==> config.mk <==
export PLATFORM = sky130hd
export DESIGN_NAME = cnn_top
export DESIGN_NICKNAME = d
export VERILOG_FILES = /design/src/hw/cnn_pkg.sv /design/src/hw/cnn_top.sv /design/src/hw/result_scaler.sv /design/src/hw/mac_array.sv /design/src/hw/window_buffer.sv /design/src/hw/inst_decoder.sv
export SDC_FILE = /design/constraint.sdc
export NUM_CORES = 2
export LEC_CHECK = 0
export ABC_AREA = 1
export BUFFER_PORTS_ARGS = -buffer_cell sky130_fd_sc_hd__buf_2
export CORE_MARGIN = 2
export CORE_UTILIZATION = 60
export DETAILED_ROUTE_END_ITERATION = 8
export PLACE_DENSITY = 0.87
export SLEW_MARGIN = 40
export SYNTH_ARGS = -nofsm -noshare
export SYNTH_HDL_FRONTEND = slang
export SYNTH_SLANG_ARGS = --single-unit
==> constraint.sdc <==
create_clock -name clk -period 5.7 [get_ports clk]
set_clock_uncertainty 0.2 [all_clocks]
set_input_delay 0.855 -clock clk [delete_from_list [all_inputs] [get_ports clk]]
set_output_delay 0.855 -clock clk [all_outputs]
set_load 0.005 [all_outputs]
==> src/hw/cnn_pkg.sv <==
package cnn_pkg;

	////////////////////
	// Widths
	////////////////////
	localparam int PIXEL_W      = 8;
	localparam int BEAT_W       = 3 * PIXEL_W;   // Three rows per beat
	localparam int PROD_W       = 2 * PIXEL_W;
	localparam int ACC_W        = 24;            // Same as COM_DATALEN
	localparam int BIAS_W       = 16;
	localparam int SHIFT_W      = 5;
	localparam int COUNT_W      = 9;             // Same as MAX_LINE_LEN
	localparam int INST_LEN     = 48;

	localparam int KERNEL_COLS  = 3;
	localparam int KERNEL_TAPS  = 9;
	localparam int PIPE_LATENCY = 4;             // Accepting edge to result_valid

	////////////////////
	// Instruction layout, packed from the top bit down
	////////////////////
	localparam int OPC_MSB      = INST_LEN - 1;
	localparam int OPC_LSB      = INST_LEN - 2;
	localparam int USE_BIAS_BIT = OPC_LSB - 1;
	localparam int SHIFT_MSB    = USE_BIAS_BIT - 1;
	localparam int SHIFT_LSB    = SHIFT_MSB - SHIFT_W + 1;
	localparam int BIAS_MSB     = SHIFT_LSB - 1;
	localparam int BIAS_LSB     = BIAS_MSB - BIAS_W + 1;
	localparam int COUNT_MSB    = BIAS_LSB - 1;
	localparam int COUNT_LSB    = COUNT_MSB - COUNT_W + 1;  // Bits below are zero

	typedef logic signed [PIXEL_W-1:0] pixel_t;
	typedef logic signed [PIXEL_W-1:0] weight_t;
	typedef logic        [BEAT_W-1:0]  beat_t;   // Row 0 in the low byte
	typedef logic signed [PROD_W-1:0]  prod_t;
	typedef logic signed [ACC_W-1:0]   acc_t;
	typedef logic signed [BIAS_W-1:0]  bias_t;
	typedef logic        [SHIFT_W-1:0] shift_t;
	typedef logic        [COUNT_W-1:0] count_t;
	typedef logic        [INST_LEN-1:0] inst_t;

	typedef enum logic [1:0] {
		OP_LOAD_WEIGHTS = 2'd0,
		OP_CONV_LINE    = 2'd1,
		OP_NOP          = 2'd2
	} opcode_t;

	typedef enum logic [1:0] {
		S_IDLE,
		S_LOAD,
		S_CONV
	} dec_state_t;

endpackage
==> src/hw/cnn_top.sv <==
module cnn_top (
	input  logic            clk,
	input  logic            arst_n,
	input  cnn_pkg::inst_t  instruct,
	input  logic            inst_empty,
	output logic            inst_req,
	input  cnn_pkg::beat_t  fifo_data,
	input  logic            fifo_empty,
	output logic            fifo_req,
	output cnn_pkg::pixel_t result,
	output logic            result_valid
);

	// Decoder to window
	cnn_pkg::beat_t            beat;
	logic                      weight_we;
	logic                      column_we;
	logic                      line_start;
	logic                      use_bias;
	cnn_pkg::bias_t            bias;
	cnn_pkg::shift_t           shift;

	// Window to MAC
	cnn_pkg::pixel_t  [8:0]    win_pixels;
	cnn_pkg::weight_t [8:0]    win_weights;
	logic                      win_valid;
	logic                      win_use_bias;
	cnn_pkg::bias_t            win_bias;
	cnn_pkg::shift_t           win_shift;

	// MAC to output
	cnn_pkg::acc_t             sum;
	logic                      sum_valid;
	cnn_pkg::shift_t           sum_shift;

	////////////////////
	// Input side
	////////////////////
	inst_decoder i_decoder (
		.clk        (clk),
		.arst_n     (arst_n),
		.instruct   (instruct),
		.inst_empty (inst_empty),
		.fifo_data  (fifo_data),
		.fifo_empty (fifo_empty),
		.inst_req   (inst_req),
		.fifo_req   (fifo_req),
		.beat       (beat),
		.weight_we  (weight_we),
		.column_we  (column_we),
		.line_start (line_start),
		.use_bias   (use_bias),
		.bias       (bias),
		.shift      (shift)
	);

	////////////////////
	// Processing
	////////////////////
	window_buffer i_window (
		.clk          (clk),
		.arst_n       (arst_n),
		.beat         (beat),
		.weight_we    (weight_we),
		.column_we    (column_we),
		.line_start   (line_start),
		.use_bias     (use_bias),
		.bias         (bias),
		.shift        (shift),
		.win_pixels   (win_pixels),
		.win_weights  (win_weights),
		.win_valid    (win_valid),
		.win_use_bias (win_use_bias),
		.win_bias     (win_bias),
		.win_shift    (win_shift)
	);

	mac_array i_mac (
		.clk          (clk),
		.arst_n       (arst_n),
		.win_pixels   (win_pixels),
		.win_weights  (win_weights),
		.win_valid    (win_valid),
		.win_use_bias (win_use_bias),
		.win_bias     (win_bias),
		.win_shift    (win_shift),
		.sum          (sum),
		.sum_valid    (sum_valid),
		.sum_shift    (sum_shift)
	);

	////////////////////
	// Output side
	////////////////////
	result_scaler i_scaler (
		.clk          (clk),
		.arst_n       (arst_n),
		.sum          (sum),
		.sum_valid    (sum_valid),
		.sum_shift    (sum_shift),
		.result       (result),
		.result_valid (result_valid)
	);

endmodule

==> src/hw/result_scaler.sv <==
module result_scaler (
	input  logic            clk,
	input  logic            arst_n,
	input  cnn_pkg::acc_t   sum,
	input  logic            sum_valid,
	input  cnn_pkg::shift_t sum_shift,
	output cnn_pkg::pixel_t result,
	output logic            result_valid
);

	cnn_pkg::acc_t   shifted;
	cnn_pkg::pixel_t clamped;

	// Arithmetic shift floors toward minus infinity
	assign shifted = sum >>> sum_shift;

	always_comb begin
		if (shifted > cnn_pkg::acc_t'(127))
			clamped = 8'sd127;
		else if (shifted < -cnn_pkg::acc_t'(128))
			clamped = -8'sd128;
		else
			clamped = shifted[cnn_pkg::PIXEL_W-1:0];
	end

	always_ff @(posedge clk) begin
		result <= clamped;
	end

	always_ff @(posedge clk or negedge arst_n) begin
		if (!arst_n)
			result_valid <= 1'b0;
		else
			result_valid <= sum_valid;
	end

	////////////////////
	// Back-to-back results need back-to-back sums
	////////////////////
	a_burst_source: assert property (
		@(posedge clk) disable iff (!arst_n)
		(result_valid && $past(result_valid)) |-> ($past(sum_valid) && $past(sum_valid, 2))
	);

endmodule

==> src/hw/mac_array.sv <==
module mac_array (
	input  logic                       clk,
	input  logic                       arst_n,
	input  cnn_pkg::pixel_t  [8:0]     win_pixels,
	input  cnn_pkg::weight_t [8:0]     win_weights,
	input  logic                       win_valid,
	input  logic                       win_use_bias,
	input  cnn_pkg::bias_t             win_bias,
	input  cnn_pkg::shift_t            win_shift,
	output cnn_pkg::acc_t              sum,
	output logic                       sum_valid,
	output cnn_pkg::shift_t            sum_shift
);

	cnn_pkg::prod_t  prod [cnn_pkg::KERNEL_TAPS];
	logic            prod_valid;
	logic            prod_use_bias;
	cnn_pkg::bias_t  prod_bias;
	cnn_pkg::shift_t prod_shift;

	cnn_pkg::acc_t   tree_sum;

	////////////////////
	// Stage 1 products
	////////////////////
	always_ff @(posedge clk) begin
		for (int i = 0; i < cnn_pkg::KERNEL_TAPS; i++) begin
			// Same column and row on both sides
			prod[i] <= $signed(win_pixels[i]) * $signed(win_weights[i]);
		end
		prod_use_bias <= win_use_bias;
		prod_bias     <= win_bias;
		prod_shift    <= win_shift;
	end

	always_ff @(posedge clk or negedge arst_n) begin
		if (!arst_n)
			prod_valid <= 1'b0;
		else
			prod_valid <= win_valid;
	end

	////////////////////
	// Stage 2 sum and bias
	////////////////////
	always_comb begin
		tree_sum = prod_use_bias ? cnn_pkg::acc_t'(prod_bias) : '0;
		for (int i = 0; i < cnn_pkg::KERNEL_TAPS; i++)
			tree_sum = tree_sum + prod[i];   // Sign extended to 24 bits
	end

	always_ff @(posedge clk) begin
		sum       <= tree_sum;
		sum_shift <= prod_shift;
	end

	always_ff @(posedge clk or negedge arst_n) begin
		if (!arst_n)
			sum_valid <= 1'b0;
		else
			sum_valid <= prod_valid;
	end

endmodule

==> src/hw/window_buffer.sv <==
module window_buffer (
	input  logic                       clk,
	input  logic                       arst_n,
	input  cnn_pkg::beat_t             beat,
	input  logic                       weight_we,
	input  logic                       column_we,
	input  logic                       line_start,
	input  logic                       use_bias,
	input  cnn_pkg::bias_t             bias,
	input  cnn_pkg::shift_t            shift,
	output cnn_pkg::pixel_t  [8:0]     win_pixels,
	output cnn_pkg::weight_t [8:0]     win_weights,
	output logic                       win_valid,
	output logic                       win_use_bias,
	output cnn_pkg::bias_t             win_bias,
	output cnn_pkg::shift_t            win_shift
);

	// Index 0 is the oldest column, index 2 the newest
	cnn_pkg::beat_t [2:0] kernel_cols;
	cnn_pkg::beat_t [2:0] feature_cols;
	logic           [1:0] fill;        // Columns of the current line held, saturates at 2
	logic                 complete;

	// Element 3*col+row lines up with byte row of beat col
	assign win_weights = kernel_cols;
	assign win_pixels  = feature_cols;

	// Third or later column of the same line
	assign complete = column_we && !line_start && (fill == 2'd2);

	////////////////////
	// Kernel store
	////////////////////
	always_ff @(posedge clk or negedge arst_n) begin
		if (!arst_n)
			kernel_cols <= '0;
		else if (weight_we)
			kernel_cols <= {beat, kernel_cols[2:1]};
	end

	// Feature window
	always_ff @(posedge clk) begin
		if (column_we)
			feature_cols <= {beat, feature_cols[2:1]};
	end

	////////////////////
	// Fill tracking and window strobe
	////////////////////
	always_ff @(posedge clk or negedge arst_n) begin
		if (!arst_n) begin
			fill      <= 2'd0;
			win_valid <= 1'b0;
		end else begin
			win_valid <= complete;
			if (column_we) begin
				if (line_start)
					fill <= 2'd1;   // Restart, no window crosses lines
				else if (fill != 2'd2)
					fill <= fill + 2'd1;
			end
		end
	end

	always_ff @(posedge clk) begin
		if (complete) begin
			win_use_bias <= use_bias;
			win_bias     <= bias;
			win_shift    <= shift;
		end
	end

	// Decoder serves one operation at a time
	a_one_write: assert property (
		@(posedge clk) disable iff (!arst_n)
		!(weight_we && column_we)
	);

endmodule

==> src/hw/inst_decoder.sv <==
module inst_decoder (
	input  logic            clk,
	input  logic            arst_n,
	input  cnn_pkg::inst_t  instruct,
	input  logic            inst_empty,
	input  cnn_pkg::beat_t  fifo_data,
	input  logic            fifo_empty,
	output logic            inst_req,
	output logic            fifo_req,
	output cnn_pkg::beat_t  beat,
	output logic            weight_we,
	output logic            column_we,
	output logic            line_start,
	output logic            use_bias,
	output cnn_pkg::bias_t  bias,
	output cnn_pkg::shift_t shift
);

	cnn_pkg::dec_state_t state;
	cnn_pkg::count_t     remaining;   // Beats still owed by this instruction
	logic                first_col;

	cnn_pkg::opcode_t    opcode;
	cnn_pkg::count_t     inst_count;
	logic                take_conv;

	////////////////////
	// Field extraction
	////////////////////
	assign opcode     = cnn_pkg::opcode_t'(instruct[cnn_pkg::OPC_MSB:cnn_pkg::OPC_LSB]);
	assign inst_count = instruct[cnn_pkg::COUNT_MSB:cnn_pkg::COUNT_LSB];
	assign take_conv  = inst_req && (opcode == cnn_pkg::OP_CONV_LINE);

	// Fetch only when idle, pop operands only when busy
	always_comb begin
		inst_req = (state == cnn_pkg::S_IDLE) && !inst_empty;
		fifo_req = (state != cnn_pkg::S_IDLE) && !fifo_empty;
	end

	////////////////////
	// Control FSM
	////////////////////
	always_ff @(posedge clk or negedge arst_n) begin
		if (!arst_n) begin
			state      <= cnn_pkg::S_IDLE;
			remaining  <= '0;
			first_col  <= 1'b0;
			weight_we  <= 1'b0;
			column_we  <= 1'b0;
			line_start <= 1'b0;
		end else begin
			// Strobes travel one cycle behind the accepted beat
			weight_we  <= fifo_req && (state == cnn_pkg::S_LOAD);
			column_we  <= fifo_req && (state == cnn_pkg::S_CONV);
			line_start <= fifo_req && (state == cnn_pkg::S_CONV) && first_col;

			case (state)
				cnn_pkg::S_IDLE: begin
					if (inst_req) begin
						case (opcode)
							cnn_pkg::OP_LOAD_WEIGHTS: begin
								state     <= cnn_pkg::S_LOAD;
								remaining <= cnn_pkg::count_t'(cnn_pkg::KERNEL_COLS);
							end
							cnn_pkg::OP_CONV_LINE: begin
								state     <= cnn_pkg::S_CONV;
								remaining <= inst_count;
								first_col <= 1'b1;
							end
							cnn_pkg::OP_NOP: ;   // Dropped
							default: ;
						endcase
					end
				end
				default: begin
					if (fifo_req) begin
						first_col <= 1'b0;
						remaining <= remaining - 1'b1;
						if (remaining == cnn_pkg::count_t'(1))
							state <= cnn_pkg::S_IDLE;   // Do not wait for the pipe
					end
				end
			endcase
		end
	end

	////////////////////
	// Payload registers
	////////////////////
	always_ff @(posedge clk) begin
		if (fifo_req)
			beat <= fifo_data;
		// Side band is only taken from conv instructions so it stays with its line
		if (take_conv) begin
			use_bias <= instruct[cnn_pkg::USE_BIAS_BIT];
			bias     <= instruct[cnn_pkg::BIAS_MSB:cnn_pkg::BIAS_LSB];
			shift    <= instruct[cnn_pkg::SHIFT_MSB:cnn_pkg::SHIFT_LSB];
		end
	end

	////////////////////
	// Checks
	////////////////////
	// Operand queue is never popped while empty
	a_no_pop_empty: assert property (
		@(posedge clk) disable iff (!arst_n)
		fifo_req |-> !fifo_empty
	);

	// A line shorter than the kernel cannot yield a window
	a_conv_count: assert property (
		@(posedge clk) disable iff (!arst_n)
		take_conv |-> (inst_count >= cnn_pkg::count_t'(cnn_pkg::KERNEL_COLS))
	);

endmodule

==> results.toml <==
[placed_design]
hpwl_um = 71000
dpl.cell_count = 5177
place_area_mm2 = 0.0411
port_buffers = 71
gp_congestion = 0.908

[timing]
max_freq_mhz = 188
slew_violations = 0
hold_violations = 0
fin_crit_sh_pct = 93.1
tightest_slew_ns = 0.775
setup_tns_ns = 0
fin_crit_ns = 5.31
rsz0062_at_grt = "false"
setup_viol = 0
relSlewSlack_pct = 48.3

[layout]
fin_nets = 5355
syn2layout_area_growth_pct = 6.24
design_area_mm2 = 0.0427
antennaDiodeCount = 0
stdcell_count = 5265
finalCoreUtilization_pct = 64.6
post_route_cells_drive_above_1_share_pct = 5.59

[detailed_routing]
detail-route-antenna-nets = 0
drt_iter0_markers = 2646
wl_per_cell_um = 17.2
vias = 28200
drc = 0
wl_um = 90600
drt-vias-per-instance = 5.35
first_pass_iters = 6

[synthesis]
synth_cell_type_count = 44
synth_flop_cell = "dfxtp_1"
ys_seq_area_share_pct = 26.3
synth_top_cell_area_share_pct = 31.3
yosys_warnings = 0
netlist_area_mm2 = 0.0402
synth_edf_count = 140
ys_async_sr_fraction_pct = 21.3
synth.avg_cell_area_um2 = 9.13
syn-num-nets = 5398
synth_top_area_cell = "fa_1"
ys_seq_elements = 436
synthTopCellsByArea = "fa_1 (31%), inv_1 (11%), edfxtp_1 (10%), dfxtp_1 (10%), ha_1 (9.0%)"
syn_inst = 4405

[clock_tree]
path_clk_slew_ns = 0.07
numCtsBuffers = 47
ctsResizeCount = 0
cts.sinks = 436
cts_root_buf = "clkbuf_16"
postCtsSetupRepairBufs = 0
cts_max_level = 2
cts_buffer_depth = 3
cts_hold_buf = 0
insertion_delay_ns = 0.62
tritoncts = "yes"

[die]
num_io_pins = 87
core_mm2 = 0.0661
initial_core_util_pct = 60.8
rows = 94
die_h_um = 263
die_x_um = 263
die_area_mm2 = 0.0691

[setup_path]
required_ns = 6.00
critical_path_class = "flip-flop to flip-flop"
cp_slowest_stage_delay_ns = 0.64
end_kind = "flip-flop"
path_max_fanout = 3
path_cells = "fa_1 > fa_1 > fa_1 > inv_1 > fa_1 > inv_1 > fa_1 > inv_1 > fa_1 > o31a_1 > o21ai_0 > nand2_1 > nand2_1 > a21oi_1 > o21bai_1 > o21ai_0"
worstSetupStartpointType = "flip-flop"
critical-path-top-delay-family = "adder cells"
cp_common_cell = "fa_1"
critPathSlowestCell = "fa_1"
reg2reg_slack_ns = 0.39
critPathArrivalTime_ns = 5.60
crit_buf_inv = 3

[run_status]
status = "complete, no violations"

[grt]
grtUsageTotal_pct = 27.1
grt_pass1_vias = 30300
grt_pass1_wl_um = 150000
antenna_found_initial = 0
grt_max_degree = 68
globalRouteOverflowTotal = 0

[worst_hold_path]
hold_path_class = "primary input to async pin"

[flow_run]
drv_cap = 0
-- per-stage QoR --
stage,worst slack [ns],hold slack [ns]
after detailed placement,0.501,0.114
final,0.392,0.0677
after global placement,0.596,0.112
after global routing,0.186,0.114
after CTS,0.398,0.0821
after floorplan,1.00,0.110
-- registers in the layout, indices dropped and copies added, names as in the netlist, 8 cells and up --
register and flops:
i_mac.prod_bias 16, i_window.win_bias 16, i_mac.prod 144, i_mac.sum 24
i_window.win_weights 72, i_decoder.bias 16, i_decoder.beat 24, i_scaler.result 8
i_decoder.remaining 9, i_window.win_pixels 72
-- per-layer routing --
metal	wire, um	GRT usage [%]
met4	5680	14.5
met5	0	0
met2	44800	46.5
met1	33600	33.2
met3	6500	4.22
-- worst reg2reg max path: cells and delay by family, from the launching register on --
kind | cells | cell delay, ns
simple gates | 2 | 0.22
compound gates | 5 | 1.12
fa+ha+maj | 6 | 3.15
flops | 1 | 0.33
buf+inv | 3 | 0.19
-- cell usage in the layout, fill, tap and decap left out, drive strengths merged, types with 2 or more instances in the layout --
cell,n
o2111ai,8
a21oi,143
nor3,18
or2,56
o21a,2
buf,77
dfrtp,93
nand2,808
o31ai,7
nor4,2
a221oi,2
clkinv,11
a31oi,4
nand4,7
ha,289
mux2,21
a22oi,4
o211ai,7
clkbuf,64
o221ai,6
nand3,127
a21o,8
bufinv,3
fa,628
edfxtp,140
o21bai,8
o22ai,2
inv,1245
dfxtp,203
xor2,98
o21ai,108
nor2,118
xnor2,78
-- worst paths after layout --
| check | startpoint | endpoint | cells past startpoint |
|---|---|---|---|
| hold / removal | arst_n | i_window.win_weights[13] | 1 |
| max in group asynchronous | arst_n | i_decoder.column_we | 2 |
| hold reg to reg | i_mac.prod_shift[2] | i_mac.sum_shift[2] | 0 |
| min in group clk | i_mac.prod_shift[2] | i_mac.sum_shift[2] | 0 |
| setup / recovery | i_mac.prod[0][98] | i_mac.sum[21] | 16 |
| setup reg to reg | i_mac.prod[0][98] | i_mac.sum[21] | 16 |
-- cell type report --
cell class                 count  area, um^2
clock inverter                24         262
inverter                    1235        4640
tap                          864        1080
sequential                   436       10600
fill                        4777       23400
multi-input combinational   2565       24300
timing repair buffer          77         407
clock buffer                  64        1390
-- cells by family (layout without fill, tap and decap cells) --
group,after synthesis,count (layout),synth area share [%]
multiplexers,21,21,0.588
AND/OR/NAND/NOR,1138,1138,11.5
buffers and inverters,1404,1400,13.2
flip-flops,436,436,26.3
adder cells (fa/ha/maj),917,917,40.3
AO/OA/AOI/OAI,313,313,4.32
XOR/XNOR,176,176,3.83
-- synth_stat cells (21+ instances only) --
library cell  instances
inv_1              1230
nand2_1             805
fa_1                628
ha_1                289
dfxtp_1             203
clkbuf_1            158
a21oi_1             143
edfxtp_1            140
nand3_1             127
nor2_1              118
o21ai_0             108
xor2_1               98
dfrtp_1              93
xnor2_1              78
or2_2                55
mux2_2               21
Power is left out: the tool's default activity adds up to more than one toggle a clock period on the data nets, which glitch-free logic cannot reach.
